### src/source/trs_io_pkg.sv
`default_nettype none

package trs_io_pkg;

  localparam logic [7:0] COOKIE       = 8'haf;
  localparam logic [7:0] VERSION_BYTE = {3'd0, 5'd3}; // major 0, minor 3
  localparam logic [5:0] REQ_PULSE    = 6'd50;        // req length in clk cycles
  localparam int         RAM_AW       = 15;           // 32 KB
  localparam logic [7:0] TRS_IO_PORT  = 8'h1f;
  localparam logic [3:0] FREHD_NIBBLE = 4'hc;         // ports c0h-cfh
  localparam int         MAX_PARAMS   = 3;

  // spi command opcodes, values shared with the microcontroller firmware
  typedef enum logic [7:0] {
    get_cookie  = 8'd0,
    bram_poke   = 8'd1,
    bram_peek   = 8'd2,
    dbus_read   = 8'd3,
    dbus_write  = 8'd4,
    data_ready  = 8'd5,
    get_version = 8'd15,
    abus_read   = 8'd18,
    set_led     = 8'd26,
    get_config  = 8'd27
  } cmd_op_e;

  typedef enum logic [1:0] {
    idle,
    read_params,
    wait_mem,
    send_reply
  } seq_state_e;

  // service code shown to the microcontroller on esp_s
  typedef enum logic [3:0] {
    trs_io_in  = 4'd0,
    trs_io_out = 4'd1,
    frehd_in   = 4'd2,
    frehd_out  = 4'd3,
    none       = 4'd15
  } esp_code_e;

  typedef struct packed {
    cmd_op_e                    op;
    logic [MAX_PARAMS-1:0][7:0] params;
  } cmd_action_t;

  typedef struct packed {
    logic      ram_rd;
    logic      ram_wr;
    logic      esp_in;
    logic      esp_out;
    logic      trs_io_hit;  // port 1fh, either direction
    esp_code_e esp_code;
  } trs_sel_t;

  typedef struct packed {
    logic              en;
    logic              we;
    logic [RAM_AW-1:0] addr;
    logic [7:0]        data;
  } ram_req_t;

endpackage

`default_nettype wire

### src/source/esp_wait_ctrl.sv
`timescale 1ns/1ps
`default_nettype none

module esp_wait_ctrl
  import trs_io_pkg::*;
(
  input  logic      clk,
  input  logic      rst_n,
  input  trs_sel_t  sel,
  input  logic      access_edge,
  input  logic      done,
  output logic      req,
  output logic      wait_req,
  output esp_code_e esp_s
);

  logic [2:0] done_q;
  logic [5:0] req_cnt;
  logic       esp_access;
  logic       esp_edge;
  logic       done_rise;

  assign esp_access = sel.esp_in | sel.esp_out;
  assign esp_edge   = access_edge & esp_access;
  assign done_rise  = done_q[1] & ~done_q[2];

  always_ff @(posedge clk) begin
    if (!rst_n) begin
      done_q   <= '0;
      req_cnt  <= '0;
      wait_req <= 1'b0;
    end else begin
      done_q <= {done_q[1:0], done};
      if (esp_edge)
        req_cnt <= REQ_PULSE;
      else if (req_cnt != 6'd0)
        req_cnt <= req_cnt - 6'd1;
      // a new access wins over a late done
      if (esp_edge)
        wait_req <= 1'b1;
      else if (done_rise)
        wait_req <= 1'b0;
    end
  end

  assign req   = req_cnt != 6'd0;
  assign esp_s = esp_access ? sel.esp_code : none;

endmodule

`default_nettype wire

### config.mk
export PLATFORM = sky130hd
export DESIGN_NAME = esp_wait_ctrl
export DESIGN_NICKNAME = d
export VERILOG_FILES = /design/src/source/trs_io_pkg.sv /design/src/source/esp_wait_ctrl.sv
export SDC_FILE = /design/constraint.sdc
export NUM_CORES = 1
export LEC_CHECK = 0
export ABC_AREA = 0
export BUFFER_PORTS_ARGS = -buffer_cell sky130_fd_sc_hd__buf_2
export CELL_PAD_IN_SITES_DETAIL_PLACEMENT = 1
export CELL_PAD_IN_SITES_GLOBAL_PLACEMENT = 2
export CORE_MARGIN = 2
export CORE_UTILIZATION = 27
export CTS_CLUSTER_SIZE = 25
export DETAILED_ROUTE_END_ITERATION = 8
export HOLD_SLACK_MARGIN = 0.15
export PLACE_DENSITY_LB_ADDON = 0.1
export SLEW_MARGIN = 20
export SYNTH_ARGS = -nofsm -noshare
export SYNTH_HDL_FRONTEND = slang
export SYNTH_SLANG_ARGS = --single-unit
### constraint.sdc
create_clock -name clk -period 2.9 [get_ports clk]
set_clock_uncertainty 0.2 [all_clocks]
set_input_delay 0.145 -clock clk [delete_from_list [all_inputs] [get_ports clk]]
set_output_delay 0.145 -clock clk [all_outputs]
set_load 0.01 [all_outputs]
==> summary.md, run 1 <==
| Metric | Value |
|---|---|
| Count leader, synth | `dfxtp_1` |
| Root buf cell | `clkbuf_4` |
| Peak supply drop | `0.249 mV` |
| Share of post-route cells with drive strength above 1 | `37.0%` |
| Worst-margin pin slew | `around 0.47 ns` |
| Total power of the final layout | `0.448 mW` |
| Power per cell area | `691 nW/µm²` |
| Seq/Total Area, Yosys | `42.0%` |
| Rel. slew slack | `68.4%` |
| Area Growth Syn to Fin | `36.0%` |
| Slowest stage cell, crit path | `dlygate4sd3_1` |
| Post-CTS Setup Inserts | `0` |
| Setup WS post-layout | `0.695 ns` |
| Synthesis-stage register bit count | `10` |
| EDFF count, synth | `0` |
| Crit-path cells | `inv_1 -> ha_1 -> nor3b_1 -> nor4_1 -> o31a_1 -> dlygate4sd3_1` |
| Routed len/inst | `11.7 µm` |
| CP peak stage delay | `0.56 ns` |
| CTS clk-pin slew, worst paths | `0.07 ns` |
| Layout Utilization | `roughly two fifths` |
| Unique masters post-synth | `24` |
| Row count | `15` |
| Die H | `46.0 µm` |
| Routed wire length | `around 1100 µm` |
| Die W | `~46 µm` |
| Final setup fails | `0` |
| Synth Area in XOR/XNOR | `between 3 and 4%` |
| Adder-cell area share of the yosys netlist | `about 2.6%` |
| Placed insts | `81` |
| TritonCTS buffer count | `3` |
| Worst Hold Class | `input port to register` |
| Worst setup EP type | `register` |
| H-tree depth | `1` |
| Number of global-route vias before repair | `409` |
| Synth area leader | `dfxtp_1` |
| Leakage | `0.289 nW` |
| First-pass GRT wire length | `1900 µm` |
| Syn_nets | `64` |
| WP data arrival | `2.16 ns` |
| Via count | `420` |
| Status | `complete, no violations` |
| Fill cells | `around 210` |
| Max Cap Violations | `0` |
| RSZ-0062 raised after global routing | `false` |
| Critical path's top delay family | `buffers and inverters` |
| Top FF cell, synth | `dfxtp_1` |
| Post-route insts no fill | `90` |
| Period utilization | `76.0%` |
| Synth top cells by count | `dfxtp_1 (10), or2_2 (5), nor3_1 (4)` |
| Crit path max fanout | `5` |
| Largest family of logic cells by synthesized area | `simple AND/OR/NAND/NOR gates` |
| Clock latency on the worst-skew pair | `0.27 ns` |
| Nets@finish | `88` |
| Post-synth top area share | `42.0%` |
| Port Buf Inserts | `15` |
| Slew Viols, Final | `0` |
| Compound-cell area share of the yosys netlist | `13.4%` |
| Number of detailed-routing iterations run before antenna repair | `4` |
| Post-synthesis simple-gate area fraction | `30.7%` |
| Final Hold Viols | `0` |
| Place WS | `1.12 ns` |
| Ant diodes | `0` |
| Residual DRC | `0` |
| Avg Vias per Cell | `4.67` |
| Top cells by area, synth | `dfxtp_1 (42%), or2_2 (6.6%), nor2_8 (4.2%)` |
| Setup TNS | `0 ns` |
| Syn Area/Cell | `roughly 9.5 µm²` |
| Setup CP Type | `register to register` |
| Critical path launch point type | `register` |
| Initial antenna violation count | `0` |
| I/O pins | `19` |
| Flop2flop setup slack | `0.69 ns` |
| Initial core utilization | `28.2%` |
| GP Congestion | `a little under 0.7` |
| Cells after Synth | `50` |
| Post-route ant nets | `0` |
| CTS sink cnt | `10` |
| Die Footprint | `2120 µm²` |
| Grt total ovfl | `0` |
| CP required | `2.85 ns` |
| Pin count of the biggest net entering global routing | `9` |
| Post-DP HPWL | `approximately 790 µm` |
| Mapped cell area | `477 µm²` |
| Synth async-reset ratio | `0%` |
| Total track usage | `12.6%` |
| Mux cell area share after synthesis | `2.10%` |
| Synth Warn # | `0` |
| Fmax | `453 MHz` |
| Min Tclk post-route | `2.21 ns` |
| CTS tree | `yes` |
| CORE AREA | `1690 µm²` |
| Buf/Inv on CP | `2` |
| Initial DRC Count | `6` |
| Clk buf depth | `2` |
layout make-up:
type                            count  area, µm²  share of cell area, %
Multi-Input combinational cell     35        250                   38.6
Sequential cell                    10        200                   30.9
Timing Repair Buffer               20        125                   19.3
Clock buffer                        4       36.3                   5.60
Tap cell                           17       21.3                   3.28
Inverter                            4       15.0                   2.32
cells by family (layout without fill, tap and decap cells):
group,after synthesis,in the layout
and+or+nand+nor,22,22
muxes,1,1
AOI/OAI and AO/OA,9,9
DFF,10,10
buffers and inverters,5,28
xor gates and xnor gates,2,2
adders and majority gates,1,1
metal layers:
layer / global-route usage, % / wire, µm
met5: 0 / 0
met4: 5.14 / 16
met3: 3.57 / 44
met2: 16.9 / 497
met1: 18.3 / 494
repair_timing:
item	4_1_cts	5_1_grt
hold endpoints to repair	10	0
gates resized for setup	0	0
hold buffers	5	0
through the flow:
stage                     hold WS (ns)  instance area (µm²)
after floorplan                 0.0667                  477
final                            0.160                  648
after global routing             0.231                  648
after CTS                        0.175                  648
after global placement           0.152                  562
after detailed placement         0.158                  562
report_power, final:
group	switching, mW	internal (mW)
Clock	0.0517	0.0763
Combinational	0.0742	0.0729
Sequential	0.0165	0.156
path summary, 6_finish.rpt:
path,to,from,depth (start not counted)
min,wait_req,sel[6],3
max,req_cnt[5],req_cnt[0],6
min reg2reg,done_q[1],done_q[0],1
max reg2reg,req_cnt[5],req_cnt[0],6
worst min-delay path, stage by stage:
cell,delay (ns)
buf_2,0.08
o21ai_0,0.17
a21boi_0,0.19
cell usage in the layout, fill, tap and decap left out:
| cell type | instances |
|---|---|
| a21boi_0 | 2 |
| and2_1 | 3 |
| buf_2 | 15 |
| clkbuf_4 | 3 |
| clkbuf_8 | 1 |
| dfxtp_1 | 10 |
| dlygate4sd3_1 | 5 |
| ha_1 | 1 |
| inv_1 | 3 |
| inv_2 | 1 |
| mux2i_1 | 1 |
| nand2_1 | 1 |
| nor2_1 | 1 |
| nor2_8 | 1 |
| nor2b_1 | 2 |
| nor3_1 | 4 |
| nor3b_1 | 2 |
| nor4_1 | 1 |
| o211ai_1 | 1 |
| o21a_1 | 1 |
| o21ai_0 | 3 |
| o311a_1 | 1 |
| o31a_1 | 1 |
| or2_2 | 5 |
| or2b_2 | 1 |
| or3_1 | 1 |
| xnor2_1 | 2 |
flip-flops by register name, summed over array words and instances, names as in the netlist:
signal	cells
done_q	3
req_cnt	6
wait_req	1
No activity file was read; power rests on OpenSTA's default activity.
==> run 2: changes to the inputs <==
- CORE_UTILIZATION: 27 -> 25
- clock period: 2.9 -> 2.3 ns (I/O delays scaled with it)
==> run 2 against run 1 <==
Net effect:
- sequential cell count unchanged
- global-route usage increased by 0.58 points
- worst setup slack worse by 0.61 ns
- combinational power grew 33%
- hold slack better by 0.086 ns
- core utilization is 0.71 points higher
- cell count increased by 12%
- highest routed layer unchanged
==> summary.md, run 2 (synthesis gave the netlist of run 1 again) <==
| Metric | Value |
|---|---|
| Initial core utilization | `27.0% (-1.2 points)` |
| Min Tclk post-route | `2.22 ns (+0.00977 ns)` |
| Biggest regs | `req_cnt: 6 flops, done_q: 3 flops, wait_req: 1 flops` |
| Die Footprint | `2270 µm² (+7.3%)` |
| CTS sink cnt | `10 (unchanged)` |
| Post-CTS Setup Inserts | `0 (unchanged)` |
| Initial DRC Count | `8 (+2)` |
| Most common cell after layout, fill and taps aside | `buf_2` |
| M1 wire length | `483 µm (-2.2%)` |
| Nets@finish | `92 (+4.5%)` |
| H-tree depth | `1 (unchanged)` |
| Post-route ant nets | `0 (unchanged)` |
| Hold Crit Depth | `1 (-2)` |
| CP Depth | `4 (-2)` |
| Area Growth Syn to Fin | `44.6%` |
| Residual DRC | `0 (unchanged)` |
| Avg Vias per Cell | `4.50 (-3.7%)` |
| CP peak stage delay | `0.55 ns (about the same)` |
| Pin count of the biggest net entering global routing | `9 (unchanged)` |
| DR WL met2 | `595 µm (+20%)` |
| Final Hold Viols | `0 (unchanged)` |
| Setup CP Type | `register to register` |
| Place WS | `0.519 ns (-0.599 ns)` |
| Worst setup EP type | `register` |
| Port Buf Inserts | `15 (unchanged)` |
| Max Cap Violations | `0 (unchanged)` |
| Critical path's top delay family | `buffers and inverters` |
| Slowest stage cell, crit path | `dlygate4sd3_1` |
| Initial antenna violation count | `0 (unchanged)` |
| Largest Register | `req_cnt` |
| Register share of total power | `41.0% (+2.4 points)` |
| Period utilization | `96.3% (+20 points)` |
| WL met3 | `82 µm (+86%)` |
| Clk buf depth | `2 (unchanged)` |
| Critical path launch point type | `register` |
| I/O pins | `19 (unchanged)` |
| Leakage | `0.302 nW (+4.4%)` |
| Final setup fails | `0 (unchanged)` |
| Number of global-route vias before repair | `476 (+16%)` |
| Clk pwr share | `22.7% (-5.9 points)` |
| Grt total ovfl | `0 (unchanged)` |
| Rel. slew slack | `77.5% (+9.2 points)` |
| Worst r2r path cells | `4 (-2)` |
| Setup WS post-layout | `0.0850 ns (-0.610 ns)` |
| Row count | `15 (unchanged)` |
| Slew Viols, Final | `0 (unchanged)` |
| Number of flip-flops in the largest register | `6 (unchanged)` |
| Ant diodes | `0 (unchanged)` |
| Crit path max fanout | `6 (+1)` |
| Crit-path cells | `or3_1 -> o21a_1 -> o31a_1 -> dlygate4sd3_1` |
| Highest routed layer | `met4` |
| Via count | `454 (+8.1%)` |
| Clock latency on the worst-skew pair | `0.27 ns (about the same)` |
| Most frequent cells in the layout | `buf_2 (15), dfxtp_1 (10), dlygate4sd3_1 (9)` |
| Routed len/inst | `11.6 µm (-0.74%)` |
| CP required | `2.25 ns (-0.60 ns)` |
| Routed wire length | `1170 µm (+11%)` |
| CORE AREA | `1760 µm² (+4.4%)` |
| Fill cells | `220 (+4.3%)` |
| Int Pwr | `0.357 mW (+17%)` |
| Peak supply drop | `0.374 mV (+50%)` |
| RSZ-0062 raised after global routing | `false` |
| GP Congestion | `0.661 (-1.7%)` |
| Number of detailed-routing iterations run before antenna repair | `3 (-1)` |
| Net Sw Power | `0.179 mW (+26%)` |
| WP data arrival | `2.16 ns (about the same)` |
| Setup TNS | `0 ns (unchanged)` |
| Post-DP HPWL | `797 µm (+1.1%)` |
| Share of post-route cells with drive strength above 1 | `35.5% (-1.5 points)` |
| Switching share of power | `33.4% (+1.7 points)` |
| Worst Hold Class | `register to register` |
| Total power of the final layout | `0.536 mW (+20%)` |
| Root buf cell | `clkbuf_4` |
| CTS clk-pin slew, worst paths | `0.07 ns (about the same)` |
| Power per cell area | `778 nW/µm² (+13%)` |
| Status | `complete, no violations` |
| Fmax | `451 MHz (-0.44%)` |
| First-pass GRT wire length | `1990 µm (+4.7%)` |
| Buf/Inv on CP | `1 (-1)` |
| Die H | `47.7 µm (+3.6%)` |
| Total track usage | `13.1% (+0.58 points)` |
| CTS tree | `yes` |
| Hold Slack | `0.246 ns (+0.0861 ns)` |
| TritonCTS buffer count | `3 (unchanged)` |
| Combinational Power Share | `36.3% (+3.5 points)` |
| Die W | `47.7 µm (+3.6%)` |
| Worst-margin pin slew | `0.337 ns (-0.132 ns)` |
## run 2: cell count changes in the layout (fill, tap and decap cells not counted), sizes merged
cell / before / now
clkbuf: 4 / 3
dlygate4sd3: 5 / 9
## run 2: area by class of cell
type	count	area (µm²)	share of cell area, %
multi-input cells	35	255	37.0
flip-flops and latches	10	200	29.0
well taps	25	31.3	4.54
repair buffers	24	165	24.0
clock buffers	3	22.5	3.27
inverters	4	15.0	2.18
## run 2: power groups by stage
| stage | Combinational, mW | Clock [mW] | Sequential [mW] |
|---|---|---|---|
| 6_report | 0.195 | 0.122 | 0.220 |
| 5_1_grt | 0.219 | 0.136 | 0.224 |
| 4_1_cts | 0.196 | 0.130 | 0.218 |
| 3_5_place_dp | 0.178 | 0 | 0.222 |
| 3_3_place_gp | 0.175 | 0 | 0.223 |
| 2_1_floorplan | 0.150 | 0 | 0.217 |
## run 2: worst reg2reg max path, cell delays in order (launching register included)
cell	delay (ns)
dfxtp_1	0.35
or3_1	0.52
o21a_1	0.24
o31a_1	0.22
dlygate4sd3_1	0.55
## run 2: what timing repair did
| action | 4_1_cts | 5_1_grt |
|---|---|---|
| hold buffers | 9 | 0 |
| hold endpoints to repair | 10 | 0 |
| resized for setup | 0 | 1 |
| endpoints found under the setup margin | 0 | 1 |
## run 2: through the flow
step	instances	cell area [µm²]	utilization (%)
detailed placement	89	572	32.4
CTS	101	684	38.8
global route	101	689	39.1
global placement	89	572	32.4
finish	101	689	39.1
floorplan	50	477	-
## run 2: final timing paths
path / start / endpoint / slack [ns]
worst max-delay path: req_cnt[2] / req_cnt[5] / 0.08
worst min-delay path: done_q[0] / done_q[1] / 0.25
worst max register to register: req_cnt[2] / req_cnt[5] / 0.08
worst min register to register: done_q[0] / done_q[1] / 0.25
## run 2: layer usage
layer | up-vias | GRT usage [%]
met3 | 2 | 7.55
met5 | - | 0
met1 | 211 | 13.6
met2 | 16 | 22.2
li1 | 225 | -
met4 | 0 | 4.86
==> run 3: changes to the inputs <==
- MAX_ROUTING_LAYER: unset -> met4
- PLACE_DENSITY_LB_ADDON: 0.1 -> 0.3
==> run 3 against run 2 <==
Net effect:
- critical path depth unchanged
- wire length fell by 14%
- worst setup slack improved by 0.031 ns
- total power shrank 1.9%
- register-to-register slack improved by 0.03 ns
- die area unchanged
- core utilization decreased by 2.3 points
- combinational power shrank 3%
- critical path type unchanged
==> summary.md, run 3 (synthesis gave the netlist of run 1 again) <==
| Metric | Value |
|---|---|
| Initial DRC Count | `3 (-5)` |
| Rel. slew slack | `66.0% (-11 points)` |
| Post-DP HPWL | `792 µm (-0.61%)` |
| Largest Register | `req_cnt` |
| Number of global-route vias before repair | `434 (-8.8%)` |
| Die W | `47.7 µm (unchanged)` |
| Die H | `47.7 µm (unchanged)` |
| Status | `complete, no violations` |
| Ant diodes | `0 (unchanged)` |
| Placed cell areas | `572 µm² (unchanged)` |
| Slew Viols, Final | `0 (unchanged)` |
| Final setup fails | `0 (unchanged)` |
| Clock latency on the worst-skew pair | `0.26 ns (about the same)` |
| GP Congestion | `0.709 (+7.2%)` |
| Setup TNS | `0 ns (unchanged)` |
| Worst setup EP type | `register` |
| Final Hold Viols | `0 (unchanged)` |
| Setup CP Type | `register to register` |
| Power per cell area | `810 nW/µm² (+4.1%)` |
| Post-CTS Setup Inserts | `0 (unchanged)` |
| Root buf cell | `clkbuf_4` |
| Pin count of the biggest net entering global routing | `9 (unchanged)` |
| CTS sink cnt | `10 (unchanged)` |
| Min Tclk post-route | `2.18 ns (-0.0307 ns)` |
| Design area | `649 µm² (-5.8%)` |
| Crit path max fanout | `6 (unchanged)` |
| I/O pins | `19 (unchanged)` |
| CP required | `2.25 ns (about the same)` |
| WP data arrival | `2.13 ns (-0.03 ns)` |
| Share of post-route cells with drive strength above 1 | `37.5% (+2.0 points)` |
| Initial antenna violation count | `0 (unchanged)` |
| Avg Vias per Cell | `4.42 (-1.6%)` |
| Routed len/inst | `10.4 µm (-11%)` |
| CTS tree | `yes` |
| Fill cells | `225 (+2.3%)` |
| CORE AREA | `1760 µm² (unchanged)` |
| Row count | `15 (unchanged)` |
| Max Cap Violations | `0 (unchanged)` |
| TritonCTS buffer count | `3 (unchanged)` |
| Post-route ant nets | `0 (unchanged)` |
| Period utilization | `95.0% (-1.3 points)` |
| Number of detailed-routing iterations run before antenna repair | `2 (-1)` |
| Worst Hold Class | `input port to register` |
| Via count | `429 (-5.5%)` |
| Fmax | `458 MHz (+1.4%)` |
| Routed wire length | `1000 µm (-14%)` |
| Clk buf depth | `2 (unchanged)` |
| Die Footprint | `2270 µm² (unchanged)` |
| Total track usage | `11.8% (-1.3 points)` |
| Nets@finish | `88 (-4.3%)` |
| Residual DRC | `0 (unchanged)` |
| Area Growth Syn to Fin | `36.2%` |
| H-tree depth | `1 (unchanged)` |
| Leakage | `0.285 nW (-5.5%)` |
| Number of flip-flops in the largest register | `6 (unchanged)` |
| RSZ-0062 raised after global routing | `false` |
| Biggest regs | `req_cnt: 6 flops, done_q: 3 flops, wait_req: 1 flops` |
| Initial core utilization | `27.0% (unchanged)` |
| First-pass GRT wire length | `1750 µm (-12%)` |
| Grt total ovfl | `0 (unchanged)` |
| Worst-margin pin slew | `0.504 ns (+0.167 ns)` |
| Port Buf Inserts | `15 (unchanged)` |
| Most common cell after layout, fill and taps aside | `buf_2` |
| Critical path launch point type | `register` |
| Peak supply drop | `0.325 mV (-13%)` |
| CTS clk-pin slew, worst paths | `0.06 ns (about the same)` |
| Most frequent cells in the layout | `buf_2 (15), dfxtp_1 (10), or2_2 (5), dlygate4sd3_1 (5), nor3_1 (4)` |
==> run 3: per-stage QoR <==
stage	hold slack (ns)	instances	total power, mW	setup WS, ns	utilization, %
CTS	0.159	97	0.529	0.0995	36.5
floorplan	0.0367	50	0.367	0.621	-
finish	0.148	97	0.526	0.116	36.8
detailed placement	0.127	89	0.401	0.517	32.4
global route	0.208	97	0.563	0.0417	36.8
global placement	0.121	89	0.396	0.544	32.4
==> run 3: path summary, 6_finish.rpt <==
kind / start / endpoint / slack (ns) / cells past startpoint
worst max register to register: req_cnt[2] / req_cnt[5] / 0.12 / 4
worst min-delay path: sel[6] / req_cnt[4] / 0.15 / 3
worst min register to register: done_q[0] / done_q[1] / 0.24 / 1
worst max-delay path: req_cnt[2] / req_cnt[5] / 0.12 / 4
==> run 3: worst max-delay path: stages (launching register included) <==
cell and delay (ns):
dfxtp_1 0.34, or3_1 0.52, o21a_1 0.24, o31a_1 0.23, dlygate4sd3_1 0.54
==> run 3: final cells by class <==
type | instances | area [µm²] | area share [%]
sequential | 10 | 200 | 30.8
tap | 25 | 31.3 | 4.82
clock buffer | 3 | 22.5 | 3.47
inverter | 4 | 15.0 | 2.31
multi-input combinational | 35 | 255 | 39.3
timing repair buffer | 20 | 125 | 19.3
==> run 3: where the power goes <==
| part | switching (mW) | internal (mW) | total (mW) |
|---|---|---|---|
| sequential | 0.0221 | 0.197 | 0.219 |
| combinational | 0.0957 | 0.0941 | 0.190 |
| clock | 0.0567 | 0.0603 | 0.117 |
| total | 0.174 | 0.352 | 0.526 |
==> run 3: layer usage <==
| metal | global-route usage, % | up-vias | wire (µm) |
|---|---|---|---|
| li1 | - | 216 | - |
| met3 | 3.40 | 2 | 57 |
| met4 | 8.11 | 0 | 17 |
| met2 | 16.8 | 16 | 427 |
| met5 | - | - | 0 |
| met1 | 14.2 | 195 | 500 |
==> run 3: timing repair <==
action,in CTS,in global routing
hold buffers,5,0
hold endpoints to repair,10,0
endpoints found under the setup margin,0,1
resized for setup,0,1
