### src/source/trs_io_pkg.sv
`default_nettype none

package trs_io_pkg;

  localparam logic [7:0] COOKIE       = 8'haf;
  localparam logic [7:0] VERSION_BYTE = {3'd0, 5'd3}; // major 0, minor 3
  localparam logic [5:0] REQ_PULSE    = 6'd50;        // req length in clk cycles
  localparam int         RAM_AW       = 15;           // 32 KB
  localparam logic [7:0] TRS_IO_PORT  = 8'h1f;
  localparam logic [3:0] FREHD_NIBBLE = 4'hc;         // ports c0h-cfh
  localparam int         MAX_PARAMS   = 3;

  // spi command opcodes, values shared with the microcontroller firmware
  typedef enum logic [7:0] {
    get_cookie  = 8'd0,
    bram_poke   = 8'd1,
    bram_peek   = 8'd2,
    dbus_read   = 8'd3,
    dbus_write  = 8'd4,
    data_ready  = 8'd5,
    get_version = 8'd15,
    abus_read   = 8'd18,
    set_led     = 8'd26,
    get_config  = 8'd27
  } cmd_op_e;

  typedef enum logic [1:0] {
    idle,
    read_params,
    wait_mem,
    send_reply
  } seq_state_e;

  // service code shown to the microcontroller on esp_s
  typedef enum logic [3:0] {
    trs_io_in  = 4'd0,
    trs_io_out = 4'd1,
    frehd_in   = 4'd2,
    frehd_out  = 4'd3,
    none       = 4'd15
  } esp_code_e;

  typedef struct packed {
    cmd_op_e                    op;
    logic [MAX_PARAMS-1:0][7:0] params;
  } cmd_action_t;

  typedef struct packed {
    logic      ram_rd;
    logic      ram_wr;
    logic      esp_in;
    logic      esp_out;
    logic      trs_io_hit;  // port 1fh, either direction
    esp_code_e esp_code;
  } trs_sel_t;

  typedef struct packed {
    logic              en;
    logic              we;
    logic [RAM_AW-1:0] addr;
    logic [7:0]        data;
  } ram_req_t;

endpackage

`default_nettype wire

### src/source/trs_bus_port.sv
`timescale 1ns/1ps
`default_nettype none

module trs_bus_port
  import trs_io_pkg::*;
(
  input  logic        clk,
  input  logic        rst_n,
  input  logic [15:0] a,
  input  logic [7:0]  d_in,
  input  logic        rd_n,
  input  logic        wr_n,
  input  logic        in_n,
  input  logic        out_n,
  input  logic        ioreq_n,
  input  logic [3:0]  conf,
  output trs_sel_t    sel,
  output logic        access_edge,
  output logic        trs_io_access,
  output logic [15:0] bus_addr,
  output logic [7:0]  bus_data,
  input  logic [7:0]  host_rdata,
  input  logic [7:0]  dbus_latch,
  output logic [7:0]  d_out,
  output logic        d_oe
);

  logic       is_m3;
  logic [3:0] stb_raw;  // {rd, wr, in, out}, active high
  logic [3:0] stb_s1;
  logic [3:0] stb_s2;
  logic       active_d;
  logic       rd_s, wr_s, in_s, out_s;
  logic       ram_hit;
  logic       port_1f;
  logic       port_cx;

  // model iii has no shared ram and qualifies io strobes with ioreq_n
  assign stb_raw[3] = ~is_m3 & ~rd_n;
  assign stb_raw[2] = ~is_m3 & ~wr_n;
  assign stb_raw[1] = ~in_n  & ~(is_m3 & ioreq_n);
  assign stb_raw[0] = ~out_n & ~(is_m3 & ioreq_n);

  always_ff @(posedge clk) begin
    if (!rst_n) begin
      is_m3    <= 1'b0;
      stb_s1   <= '0;
      stb_s2   <= '0;
      active_d <= 1'b0;
    end else begin
      is_m3    <= ~conf[3];
      stb_s1   <= stb_raw;
      stb_s2   <= stb_s1;
      active_d <= |stb_s2;
    end
  end

  // sampled bus for abus_read and dbus_read
  always_ff @(posedge clk) begin
    bus_addr <= a;
    bus_data <= d_in;
  end

  assign {rd_s, wr_s, in_s, out_s} = stb_s2;
  assign access_edge = (|stb_s2) & ~active_d;

  assign ram_hit = ~is_m3 & a[15];                // 8000h-ffffh
  assign port_1f = a[7:0] == TRS_IO_PORT;
  assign port_cx = a[7:4] == FREHD_NIBBLE;

  always_comb begin
    sel.ram_rd     = ram_hit & rd_s;
    sel.ram_wr     = ram_hit & wr_s;
    sel.esp_in     = (port_1f | port_cx) & in_s;
    sel.esp_out    = (port_1f | port_cx) & out_s;
    sel.trs_io_hit = port_1f & (in_s | out_s);
    if (port_1f && in_s)
      sel.esp_code = trs_io_in;
    else if (port_1f && out_s)
      sel.esp_code = trs_io_out;
    else if (port_cx && in_s)
      sel.esp_code = frehd_in;
    else if (port_cx && out_s)
      sel.esp_code = frehd_out;
    else
      sel.esp_code = none;
  end

  assign trs_io_access = access_edge & sel.trs_io_hit;

  assign d_oe  = sel.ram_rd | sel.esp_in;
  assign d_out = sel.ram_rd ? host_rdata : dbus_latch;

endmodule

`default_nettype wire

### config.mk
export PLATFORM = sky130hd
export DESIGN_NAME = trs_bus_port
export DESIGN_NICKNAME = d
export VERILOG_FILES = /design/src/source/trs_io_pkg.sv /design/src/source/trs_bus_port.sv
export SDC_FILE = /design/constraint.sdc
export NUM_CORES = 1
export LEC_CHECK = 0
export ABC_AREA = 1
export BUFFER_PORTS_ARGS = -buffer_cell sky130_fd_sc_hd__buf_4
export CORE_MARGIN = 2
export CORE_UTILIZATION = 33
export CTS_CLUSTER_SIZE = 20
export DETAILED_ROUTE_END_ITERATION = 8
export GPL_TIMING_DRIVEN = 0
export PLACE_DENSITY = 0.74
export SYNTH_ARGS = -nofsm -noshare
export SYNTH_HDL_FRONTEND = slang
export SYNTH_SLANG_ARGS = --single-unit
### constraint.sdc
create_clock -name clk -period 0.81 [get_ports clk]
set_input_delay 0.1215 -clock clk [delete_from_list [all_inputs] [get_ports clk]]
set_output_delay 0.1215 -clock clk [all_outputs]
set_load 0.01 [all_outputs]
==> impl_metrics.csv, run 1 <==
group,metric,value,unit
sta,worst_pin_slew,200,ps
setup_path,crit_arrival,1230,ps
floorplanning,die_h,61.6,um
clocking,clk_path_buf_depth,2,
detailed_routing,firstDrtPassIters,4,
grt,first_global_vias,1246,
synth,synthCells,116,
sta,period_minus_slack,1350,ps
clocking,ctsRootBufferMaster,"clkbuf_4",
run,maxCapViolCount,0,
synth,synth_top_cells_by_count,"dfxtp_1, nand2_1, nand2_2, nor2_1, inv_1",
floorplanning,core_area,3100,um2
sta,slew_violations,0,
cells_and_area,diodes,0,
clocking,cts_tree,"done",
synth,synthFlopType,"dfxtp_1",
detailed_routing,drcViolationCount,0,
detailed_routing,route.vias.total,1291,
setup_path,crit_fanout,6,
synth,netlist_area,1090,um2
placed_design,place_congestion,0.695,
sta,setup_viol,45,
grt,grt_max_degree,11,
setup_path,reg2reg_from,"stb_s2[0]",
synth,async_reset_ff_share,0,%
synth,avgSynthCellArea,9.43,um2
setup_path,critPathRequiredTime,690,ps
detailed_routing,totalWireLength,4430,um
synth,yosysTopAreaCell,"dfxtp_1",
grt,antenna_found_initial,0,
floorplanning,fp.dieW,61.6,um
pwr,power.leakage,1.20,nW
setup_path,startpoint_type,"flop",
setup_path,crit_end,"d_out[5]",
clocking,numCtsBuffers,5,
sta,fin_tns_setup,-11450,ps
synth,synth_edf_count,0,
outcome,violations,"negative setup slack",
detailed_routing,first_iter_violations,46,
sta,setup_ws,-540,ps
placed_design,placement.io_buffers,91,
grt,grt_overflow,0,
detailed_routing,vias_per_cell,4.42,
clocking,cts.sinks,34,
outcome,status,"complete, but fails checks",
floorplanning,die_area,3790,um2
floorplanning,io_pins,95,
synth,synth_area_leaders,"dfxtp_1, nand2_1, nand2_2",
sta,finalClockSkew,3.08,ps
setup_path,crit_type,"flop to primary output",
setup_path,r2r-end,"active_d",
synth,synth_warnings,0,
sta,rsz0062_at_grt,"true",
sta,fin_crit_sh,167,%
sta,hold_slack,26.1,ps
setup_path,endpoint_kind,"primary output",
synth,ys_types,18,
cells_and_area,nets,299,
sta,hold_viol_final,0,
detailed_routing,post_drt_wl_per_cell,15.2,um
sta,slew_headroom,86.6,%
clocking,htreeDepth,2,
setup_path,ff2ff_setup_slack,-140,ps
synth,synth.most_common_cell,"dfxtp_1",
pwr,ir_drop,1.10,mV
clocking,clk_pin_slew,100,ps
placed_design,dp_hpwl,2400,um
setup_path,rr_worst_depth,4,
worst_hold_path,hold_path_class,"input port to flop",
grt,track_usage,21.8,%
synth,synth_seq_cells,34,
floorplanning,initial_utilization,35.2,%
sta,fmax,741,MHz
clocking,insertion_delay,330,ps
synth,syn-num-nets,167,
cells_and_area,syn_to_final_growth,125,%
floorplanning,rows,20,
setup_path,crit_start,"stb_s2[3]",
grt,grt_pass1_wl,5840,um
detailed_routing,ant_nets,0,
synth,synth_seq_area_share,62.2,%
pwr,p_per_area,1400,nW/um2
cells_and_area,drive_above_1_share,67.3,%
synth,synth_top_area_share,62.2,%
## sequential cells by signal (all words and copies together) (netlist names)
register  cells
is_m3         1
bus_addr     16
stb_s2        4
stb_s1        4
active_d      1
bus_data      8
## metal layers
layer	wire [um]	global-route usage [%]	part of all wire, %	up-vias
met5	0	0	0	-
met1	1480	21.7	33	630
li1	-	-	-	615
met2	2740	43.6	62	40
met4	35	7.29	0.79	0
met3	174	4.83	3.9	6
## kinds of logic (layout without fill, tap and decap cells)
group | Yosys count | in the layout | synth area share [%]
simple gates | 63 | 64 | 29.5
flops | 34 | 34 | 62.2
buf+inv | 15 | 146 | 5.95
compound gates | 4 | 4 | 2.29
## area by class of cell
cell class | count | area, um2
repair buffers | 123 | 1150
flip-flops and latches | 34 | 719
fillers | 202 | 647
multi-input cells | 68 | 408
inverters | 14 | 62.6
well taps | 44 | 55.1
clock buffers | 5 | 37.5
plain buffers | 1 | 11.3
clock inverters | 2 | 10.0
repair inverters | 1 | 6.26
## power by group
group          internal [mW]  switching, mW
Combinational          0.472          0.281
Sequential              1.77         0.0549
Clock                  0.312          0.553
Total                   2.55          0.889
## timing repair
item	4_1_cts	5_1_grt
setup buffers	2	1
setup endpoints to repair	45	45
gates resized for setup	60	17
pin swaps	5	0
cloned	2	0
hold endpoints to repair	29	0
hold buffers	29	0
## critical path, stage by stage (launching register included)
cell and delay, ps:
dfxtp_2 400, nand3_4 160, inv_8 130, nand2_4 50, nand2_2 60, buf_6 100
## worst min-delay path by stage
| stage | start | endpoint | slack, ps | cells past startpoint |
|---|---|---|---|---|
| CTS | rst_n | stb_s2[1] | 10 | 3 |
| finish | rst_n | stb_s2[1] | 30 | 3 |
| global placement | d_in[4] | bus_data[4] | 230 | 1 |
| global route | rst_n | stb_s2[1] | 30 | 3 |
| detailed placement | d_in[7] | bus_data[7] | 230 | 1 |
| floorplan | a[0] | bus_addr[0] | 150 | 0 |
## layout by cell type, fill, tap and decap left out
cell type / n
buf_4: 54
buf_6: 41
dlygate4sd3_1: 29
dfxtp_2: 25
nand2_1: 24
nand2_2: 18
nor2_1: 9
inv_1: 7
dfxtp_1: 7
inv_2: 5
clkbuf_4: 5
nor2_4: 4
inv_4: 2
nand2_4: 2
nand3_2: 2
a31oi_1: 2
nand3_1: 2
clkinv_2: 2
dfxtp_4: 2
nand3_4: 1
inv_8: 1
nand4_1: 1
a21boi_2: 1
nor3_2: 1
o21ai_4: 1
## through the flow
stage	std cells	instance area (um2)	util [%]	setup slack (ps)	power, mW
6_report	292	2460	79.2	-540	3.44
5_1_grt	292	2460	79.2	-601	3.58
4_1_cts	291	2400	77.5	-520	3.37
3_5_place_dp	251	1850	59.8	-244	2.36
3_3_place_gp	251	1850	59.8	-210	2.34
2_1_floorplan	116	1120	-	-68.0	1.99
No activity file was read; power rests on OpenSTA's default activity.
==> inputs of run 2 (changes only) <==
--- a/config.mk
+++ b/config.mk
@@ -7,12 +7,14 @@
 export LEC_CHECK = 0
 export ABC_AREA = 1
 export BUFFER_PORTS_ARGS = -buffer_cell sky130_fd_sc_hd__buf_4
+export CELL_PAD_IN_SITES_DETAIL_PLACEMENT = 0
+export CELL_PAD_IN_SITES_GLOBAL_PLACEMENT = 1
 export CORE_MARGIN = 2
-export CORE_UTILIZATION = 33
+export CORE_UTILIZATION = 22
 export CTS_CLUSTER_SIZE = 20
 export DETAILED_ROUTE_END_ITERATION = 8
 export GPL_TIMING_DRIVEN = 0
-export PLACE_DENSITY = 0.74
+export PLACE_DENSITY = 0.72
 export SYNTH_ARGS = -nofsm -noshare
 export SYNTH_HDL_FRONTEND = slang
 export SYNTH_SLANG_ARGS = --single-unit
==> run 2 against run 1 <==
  * The run still ends with negative setup slack left
  * Critical path depth up 1
  * Count of clock-buffer cells in the layout up 1
  * Register-to-register slack better by 210 ps
  * Worst hold slack better by 46 ps
  * Combinational power fell by 5.4%
  * Clock skew shrank 1.7 ps
  * Sequential power hardly changed
  * Worst setup slack better by 56 ps
  * Cell area is 1.4% higher
  * Critical path type unchanged
  * Critical endpoint unchanged
  * Largest cell class unchanged
  * Largest power group unchanged
  * Highest routed layer unchanged
==> impl_metrics.csv, run 2 (synthesis gave the netlist of run 1 again) <==
group,metric,value,unit
outcome,status,"complete, but fails checks",
outcome,violations,"negative setup slack",
worst_hold_path,hold_path_class,"input port to flop",
cells_and_area,syn_to_final_growth,128,%
setup_path,critPathBufInv,3,
clocking,clk_path_buf_depth,2,
sta,hold_viol_final,0,
grt,first_global_vias,1153,
detailed_routing,firstDrtPassIters,4,
cells_and_area,largest_reg_flops,16,
floorplanning,fp.dieW,74.5,um
grt,grt_max_degree,12,
floorplanning,die_area,5550,um2
setup_path,crit_type,"flop to primary output",
sta,rsz0062_at_grt,"true",
clocking,cts_tree,"done",
cells_and_area,fillCellCount,466,
setup_path,path_delay_family,"flip-flops",
detailed_routing,post_drt_wl_per_cell,10.9,um
detailed_routing,ant_nets,0,
pwr,p_total,3.81,mW
setup_path,crit_start,"is_m3",
setup_path,crit_end,"d_out[5]",
setup_path,crit_arrival,1170,ps
cells_and_area,layout_commonest_cell,"buf_4",
grt,track_usage,12.7,%
detailed_routing,route.vias.total,1192,
sta,hold_slack,72.0,ps
pwr,power.leakage,1.20,nW
pwr,ir_drop,1.37,mV
detailed_routing,first_iter_violations,32,
cells_and_area,final_cell_mix,"buf_4, buf_6, dlygate4sd3_1",
floorplanning,rows,25,
setup_path,crit_fanout,6,
detailed_routing,drcViolationCount,0,
clocking,cts.sinks,34,
cells_and_area,top_register,"bus_addr",
setup_path,worst-path-stages,6,
grt,grt_overflow,0,
floorplanning,core_area,4750,um2
sta,slew_headroom,88.6,%
floorplanning,die_h,74.5,um
sta,fmax,773,MHz
setup_path,r2r-end,"stb_s1[2]",
sta,fin_crit_sh,160,%
clocking,insertion_delay,280,ps
detailed_routing,vias_per_cell,3.80,
detailed_routing,totalWireLength,3430,um
setup_path,crit_slowest_cell,"dfxtp_2",
clocking,clk_pin_slew,70,ps
sta,slew_violations,0,
sta,period_minus_slack,1290,ps
cells_and_area,nets,297,
floorplanning,initial_utilization,23.0,%
sta,setup_viol,44,
sta,setup_ws,-483,ps
sta,fin_tns_setup,-8280,ps
setup_path,endpoint_kind,"primary output",
cells_and_area,utilization,52.4,%
sta,finalClockSkew,1.39,ps
run,maxCapViolCount,0,
setup_path,reg2reg_from,"is_m3",
cells_and_area,diodes,0,
cells_and_area,largest_registers,"bus_addr (16), bus_data (8)",
placed_design,place_congestion,0.686,
clocking,numCtsBuffers,5,
setup_path,startpoint_type,"flop",
placed_design,dp_hpwl,2210,um
floorplanning,io_pins,95,
setup_path,critPathMaxStageDelay,340,ps
grt,grt_pass1_wl,5110,um
setup_path,rr_worst_depth,4,
sta,worst_pin_slew,171,ps
setup_path,path_cells,"inv_4 -> nand3_4 -> inv_4 -> nand2_2 -> nand2_2 -> buf_6",
cells_and_area,drive_above_1_share,67.2,%
setup_path,critPathRequiredTime,690,ps
grt,antenna_found_initial,0,
setup_path,ff2ff_setup_slack,70,ps
clocking,htreeDepth,2,
pwr,p_per_area,1530,nW/um2
clocking,ctsRootBufferMaster,"clkbuf_8",
placed_design,placement.io_buffers,91,
==> run 2: changes by cell type in the layout (fill, tap and decap cells not counted), sizes merged <==
| cell | change |
|---|---|
| buf | -2 |
| clkinv | -1 |
| clkbuf | +1 |
| clkinvlp | +1 |
==> run 2: per-layer routing <==
metal,vias up,share of wire [%],global-route usage [%]
li1,610,-,-
met1,531,34,12.2
met3,9,5.9,4.61
met4,0,2.7,6.94
met2,42,57,23.2
met5,-,0,0
==> run 2: layout make-up <==
type / instances / area [um2] / area share, %
repair buffers: 121 / 1120 / 45.0
flip-flops and latches: 34 / 718 / 28.8
well taps: 67 / 83.8 / 3.37
inverters: 14 / 62.6 / 2.51
plain buffers: 1 / 7.51 / 0.301
multi-input cells: 68 / 398 / 16.0
repair inverters: 1 / 6.26 / 0.251
clock inverters: 2 / 12.5 / 0.502
clock buffers: 6 / 82.6 / 3.31
==> run 2: tightest hold or removal path, cell delays in order <==
cell	delay (ps)
buf_4	120
nand2_1	50
inv_1	40
==> run 2: how the worst min path moves through the flow <==
stage                     startpoint          end  slack (ps)  cells past startpoint
final                          rst_n    stb_s2[3]          70                      3
after CTS                      rst_n    stb_s2[2]          60                      3
after floorplan                 a[0]  bus_addr[0]         150                      0
after detailed placement     d_in[7]  bus_data[7]         230                      1
after global placement       d_in[2]  bus_data[2]         230                      1
after global routing           rst_n    stb_s2[2]          80                      3
==> run 2: timing repair <==
action,in CTS,in global routing
hold endpoints to repair,29,0
pin swaps,6,3
gates resized for setup,54,17
setup buffers,1,0
setup endpoints to repair,45,44
gates cloned,2,0
hold buffers,29,0
==> run 2: stage by stage <==
step / std cells / setup slack [ps] / instance area [um2]
CTS: 314 / -501 / 2460
global placement: 274 / -262 / 1880
floorplan: 116 / -68.0 / 1120
detailed placement: 274 / -249 / 1880
finish: 314 / -483 / 2490
global route: 314 / -545 / 2490
==> run 2: report_power, final <==
group          internal (mW)  switching (mW)  total (mW)
Clock                  0.682           0.603        1.28
Combinational          0.458           0.254       0.712
Sequential              1.77          0.0455        1.82
Total                   2.91           0.902        3.81
==> inputs of run 3 (changes only) <==
==> constraint.sdc (replaced) <==
create_clock -name clk -period 0.81 [get_ports clk]
set_input_delay 0 -clock clk [delete_from_list [all_inputs] [get_ports clk]]
set_output_delay 0 -clock clk [all_outputs]
set_load 0.01 [all_outputs]
==> run 3 against run 2 <==
  * Worst hold slack better by 190 ps
  * The flow still finishes with violations (negative setup slack)
  * First-iteration DRC count fell by 28%
  * Worst setup slack better by 140 ps
  * Global-route usage shrank 0.64 points
  * Flip-flop and latch count unchanged
  * Die area did not move
==> impl_metrics.csv, run 3 (synthesis gave the netlist of run 1 again) <==
group,metric,value,unit
cells_and_area,fillCellCount,471,
detailed_routing,post_drt_wl_per_cell,10.4,um
setup_path,critPathRequiredTime,810,ps
clocking,numCtsBuffers,5,
sta,finalClockSkew,3.36,ps
sta,setup_ws,-348,ps
sta,fmax,863,MHz
cells_and_area,final_cell_mix,"buf_4, dlygate4sd3_1, dfxtp_1",
pwr,power_frac_comb,19.4,%
outcome,status,"complete, but fails checks",
pwr,sw_frac_of_total,22.8,%
sta,fin_tns_setup,-5720,ps
pwr,p_per_area,1490,nW/um2
setup_path,reg2reg_from,"is_m3",
placed_design,dp_slack,-128,ps
detailed_routing,route.vias.total,1201,
cells_and_area,syn_to_final_growth,122,%
sta,period_minus_slack,1160,ps
placed_design,placement.io_buffers,91,
setup_path,crit_arrival,1160,ps
sta,slew_violations,0,
detailed_routing,first_iter_violations,23,
worst_hold_path,hold_path_startpoint,"host_rdata[3]",
detailed_routing,totalWireLength,3320,um
floorplanning,fp.dieW,74.5,um
sta,rsz0062_at_grt,"true",
cells_and_area,nets,302,
clocking,htreeDepth,2,
sta,slew_headroom,88.2,%
grt,grt_pass1_wl,5000,um
floorplanning,core_area,4750,um2
clocking,insertion_delay,270,ps
floorplanning,die_area,5550,um2
grt,track_usage,12.0,%
setup_path,crit_type,"flop to primary output",
clocking,clk_pin_slew,60,ps
detailed_routing,vias_per_cell,3.78,
run,maxCapViolCount,0,
worst_hold_path,min_path_cells,4,
grt,grt_max_degree,10,
clocking,clk_path_buf_depth,2,
cells_and_area,top_register,"bus_addr",
pwr,power_frac_seq,49.6,%
placed_design,place_congestion,0.658,
detailed_routing,ant_nets,0,
grt,first_global_vias,1125,
sta,hold_viol_final,0,
sta,hold_slack,265,ps
setup_path,rr_worst_depth,6,
floorplanning,die_h,74.5,um
setup_path,r2r-end,"stb_s1[3]",
grt,grt_overflow,0,
setup_path,crit_fanout,6,
cells_and_area,largest_reg_flops,16,
worst_hold_path,hold_path_class,"input port to primary output",
pwr,pwr-share-clk,31.1,%
detailed_routing,firstDrtPassIters,2,
cells_and_area,largest_registers,"bus_addr (16), bus_data (8)",
grt,antenna_found_initial,0,
cells_and_area,fin_cells,318,
pwr,p_switching,0.826,mW
clocking,ctsRootBufferMaster,"clkbuf_8",
setup_path,endpoint_kind,"primary output",
floorplanning,rows,25,
pwr,ir_drop,1.09,mV
placed_design,dp_cells,274,
cells_and_area,layout_commonest_cell,"buf_4",
clocking,cts_tree,"done",
setup_path,startpoint_type,"flop",
cells_and_area,diodes,0,
worst_hold_path,min_to,"d_out[3]",
detailed_routing,drcViolationCount,0,
outcome,violations,"negative setup slack",
setup_path,ff2ff_setup_slack,-150,ps
cells_and_area,drive_above_1_share,58.2,%
sta,worst_pin_slew,177,ps
sta,setup_viol,23,
pwr,power.leakage,1.18,nW
clocking,cts.sinks,34,
floorplanning,io_pins,95,
pwr,p_int,2.79,mW
sta,fin_crit_sh,143,%
floorplanning,initial_utilization,23.0,%
placed_design,dp_hpwl,2200,um
[run 3: what timing repair did]
action,CTS,global route
cloned,2,0
endpoints found under the hold margin,33,0
buffers inserted,2,2
pin swaps,5,2
endpoints found under the setup margin,21,21
gates resized for setup,33,9
hold buffers,31,0
[run 3: how the worst max path moves through the flow]
stage	startpoint	endpoint	slack, ps
2_1_floorplan	is_m3	d_out[0]	50
3_3_place_gp	is_m3	d_out[2]	-130
3_5_place_dp	is_m3	d_out[4]	-130
4_1_cts	is_m3	d_out[1]	-370
5_1_grt	is_m3	d_out[4]	-420
6_report	is_m3	d_out[7]	-350
[run 3: per-stage QoR]
step / utilization (%) / instance area [um2] / total power [mW]
floorplan: - / 1090 / 1.98
global placement: 39.1 / 1860 / 2.33
detailed placement: 39.1 / 1860 / 2.34
CTS: 50.0 / 2380 / 3.65
global route: 51.1 / 2430 / 3.83
finish: 51.1 / 2430 / 3.62
[run 3: power groups by stage]
stage               Sequential (mW)  Clock (mW)  Combinational (mW)
finish                         1.79        1.12               0.700
floorplan                      1.86           0               0.119
CTS                            1.79        1.18               0.682
global route                   1.80        1.26               0.761
detailed placement             1.83           0               0.512
global placement               1.83           0               0.508
[run 3: worst max-delay path, stage by stage, from the launching register on]
cell and delay [ps]:
dfxtp_2 340, inv_4 80, nand3_4 140, inv_4 120, nand2_2 50, nand2_2 50, buf_6 90
[run 3: routing by layer]
metal / vias up / share of wire (%) / GRT usage, %
met1: 538 / 36 / 12.7
met4: 0 / 0.81 / 3.57
met5: - / 0 / 0
li1: 620 / - / -
met2: 38 / 56 / 22.0
met3: 5 / 7.2 / 4.74
[run 3: area by class of cell]
type | count | area [um2] | area share (%)
repair inverters | 1 | 6.26 | 0.257
inverters | 14 | 62.6 | 2.57
clock buffers | 7 | 76.3 | 3.14
well taps | 67 | 83.8 | 3.45
flip-flops and latches | 34 | 691 | 28.4
multi-input cells | 68 | 415 | 17.1
plain buffers | 1 | 7.51 | 0.309
repair buffers | 126 | 1090 | 44.7
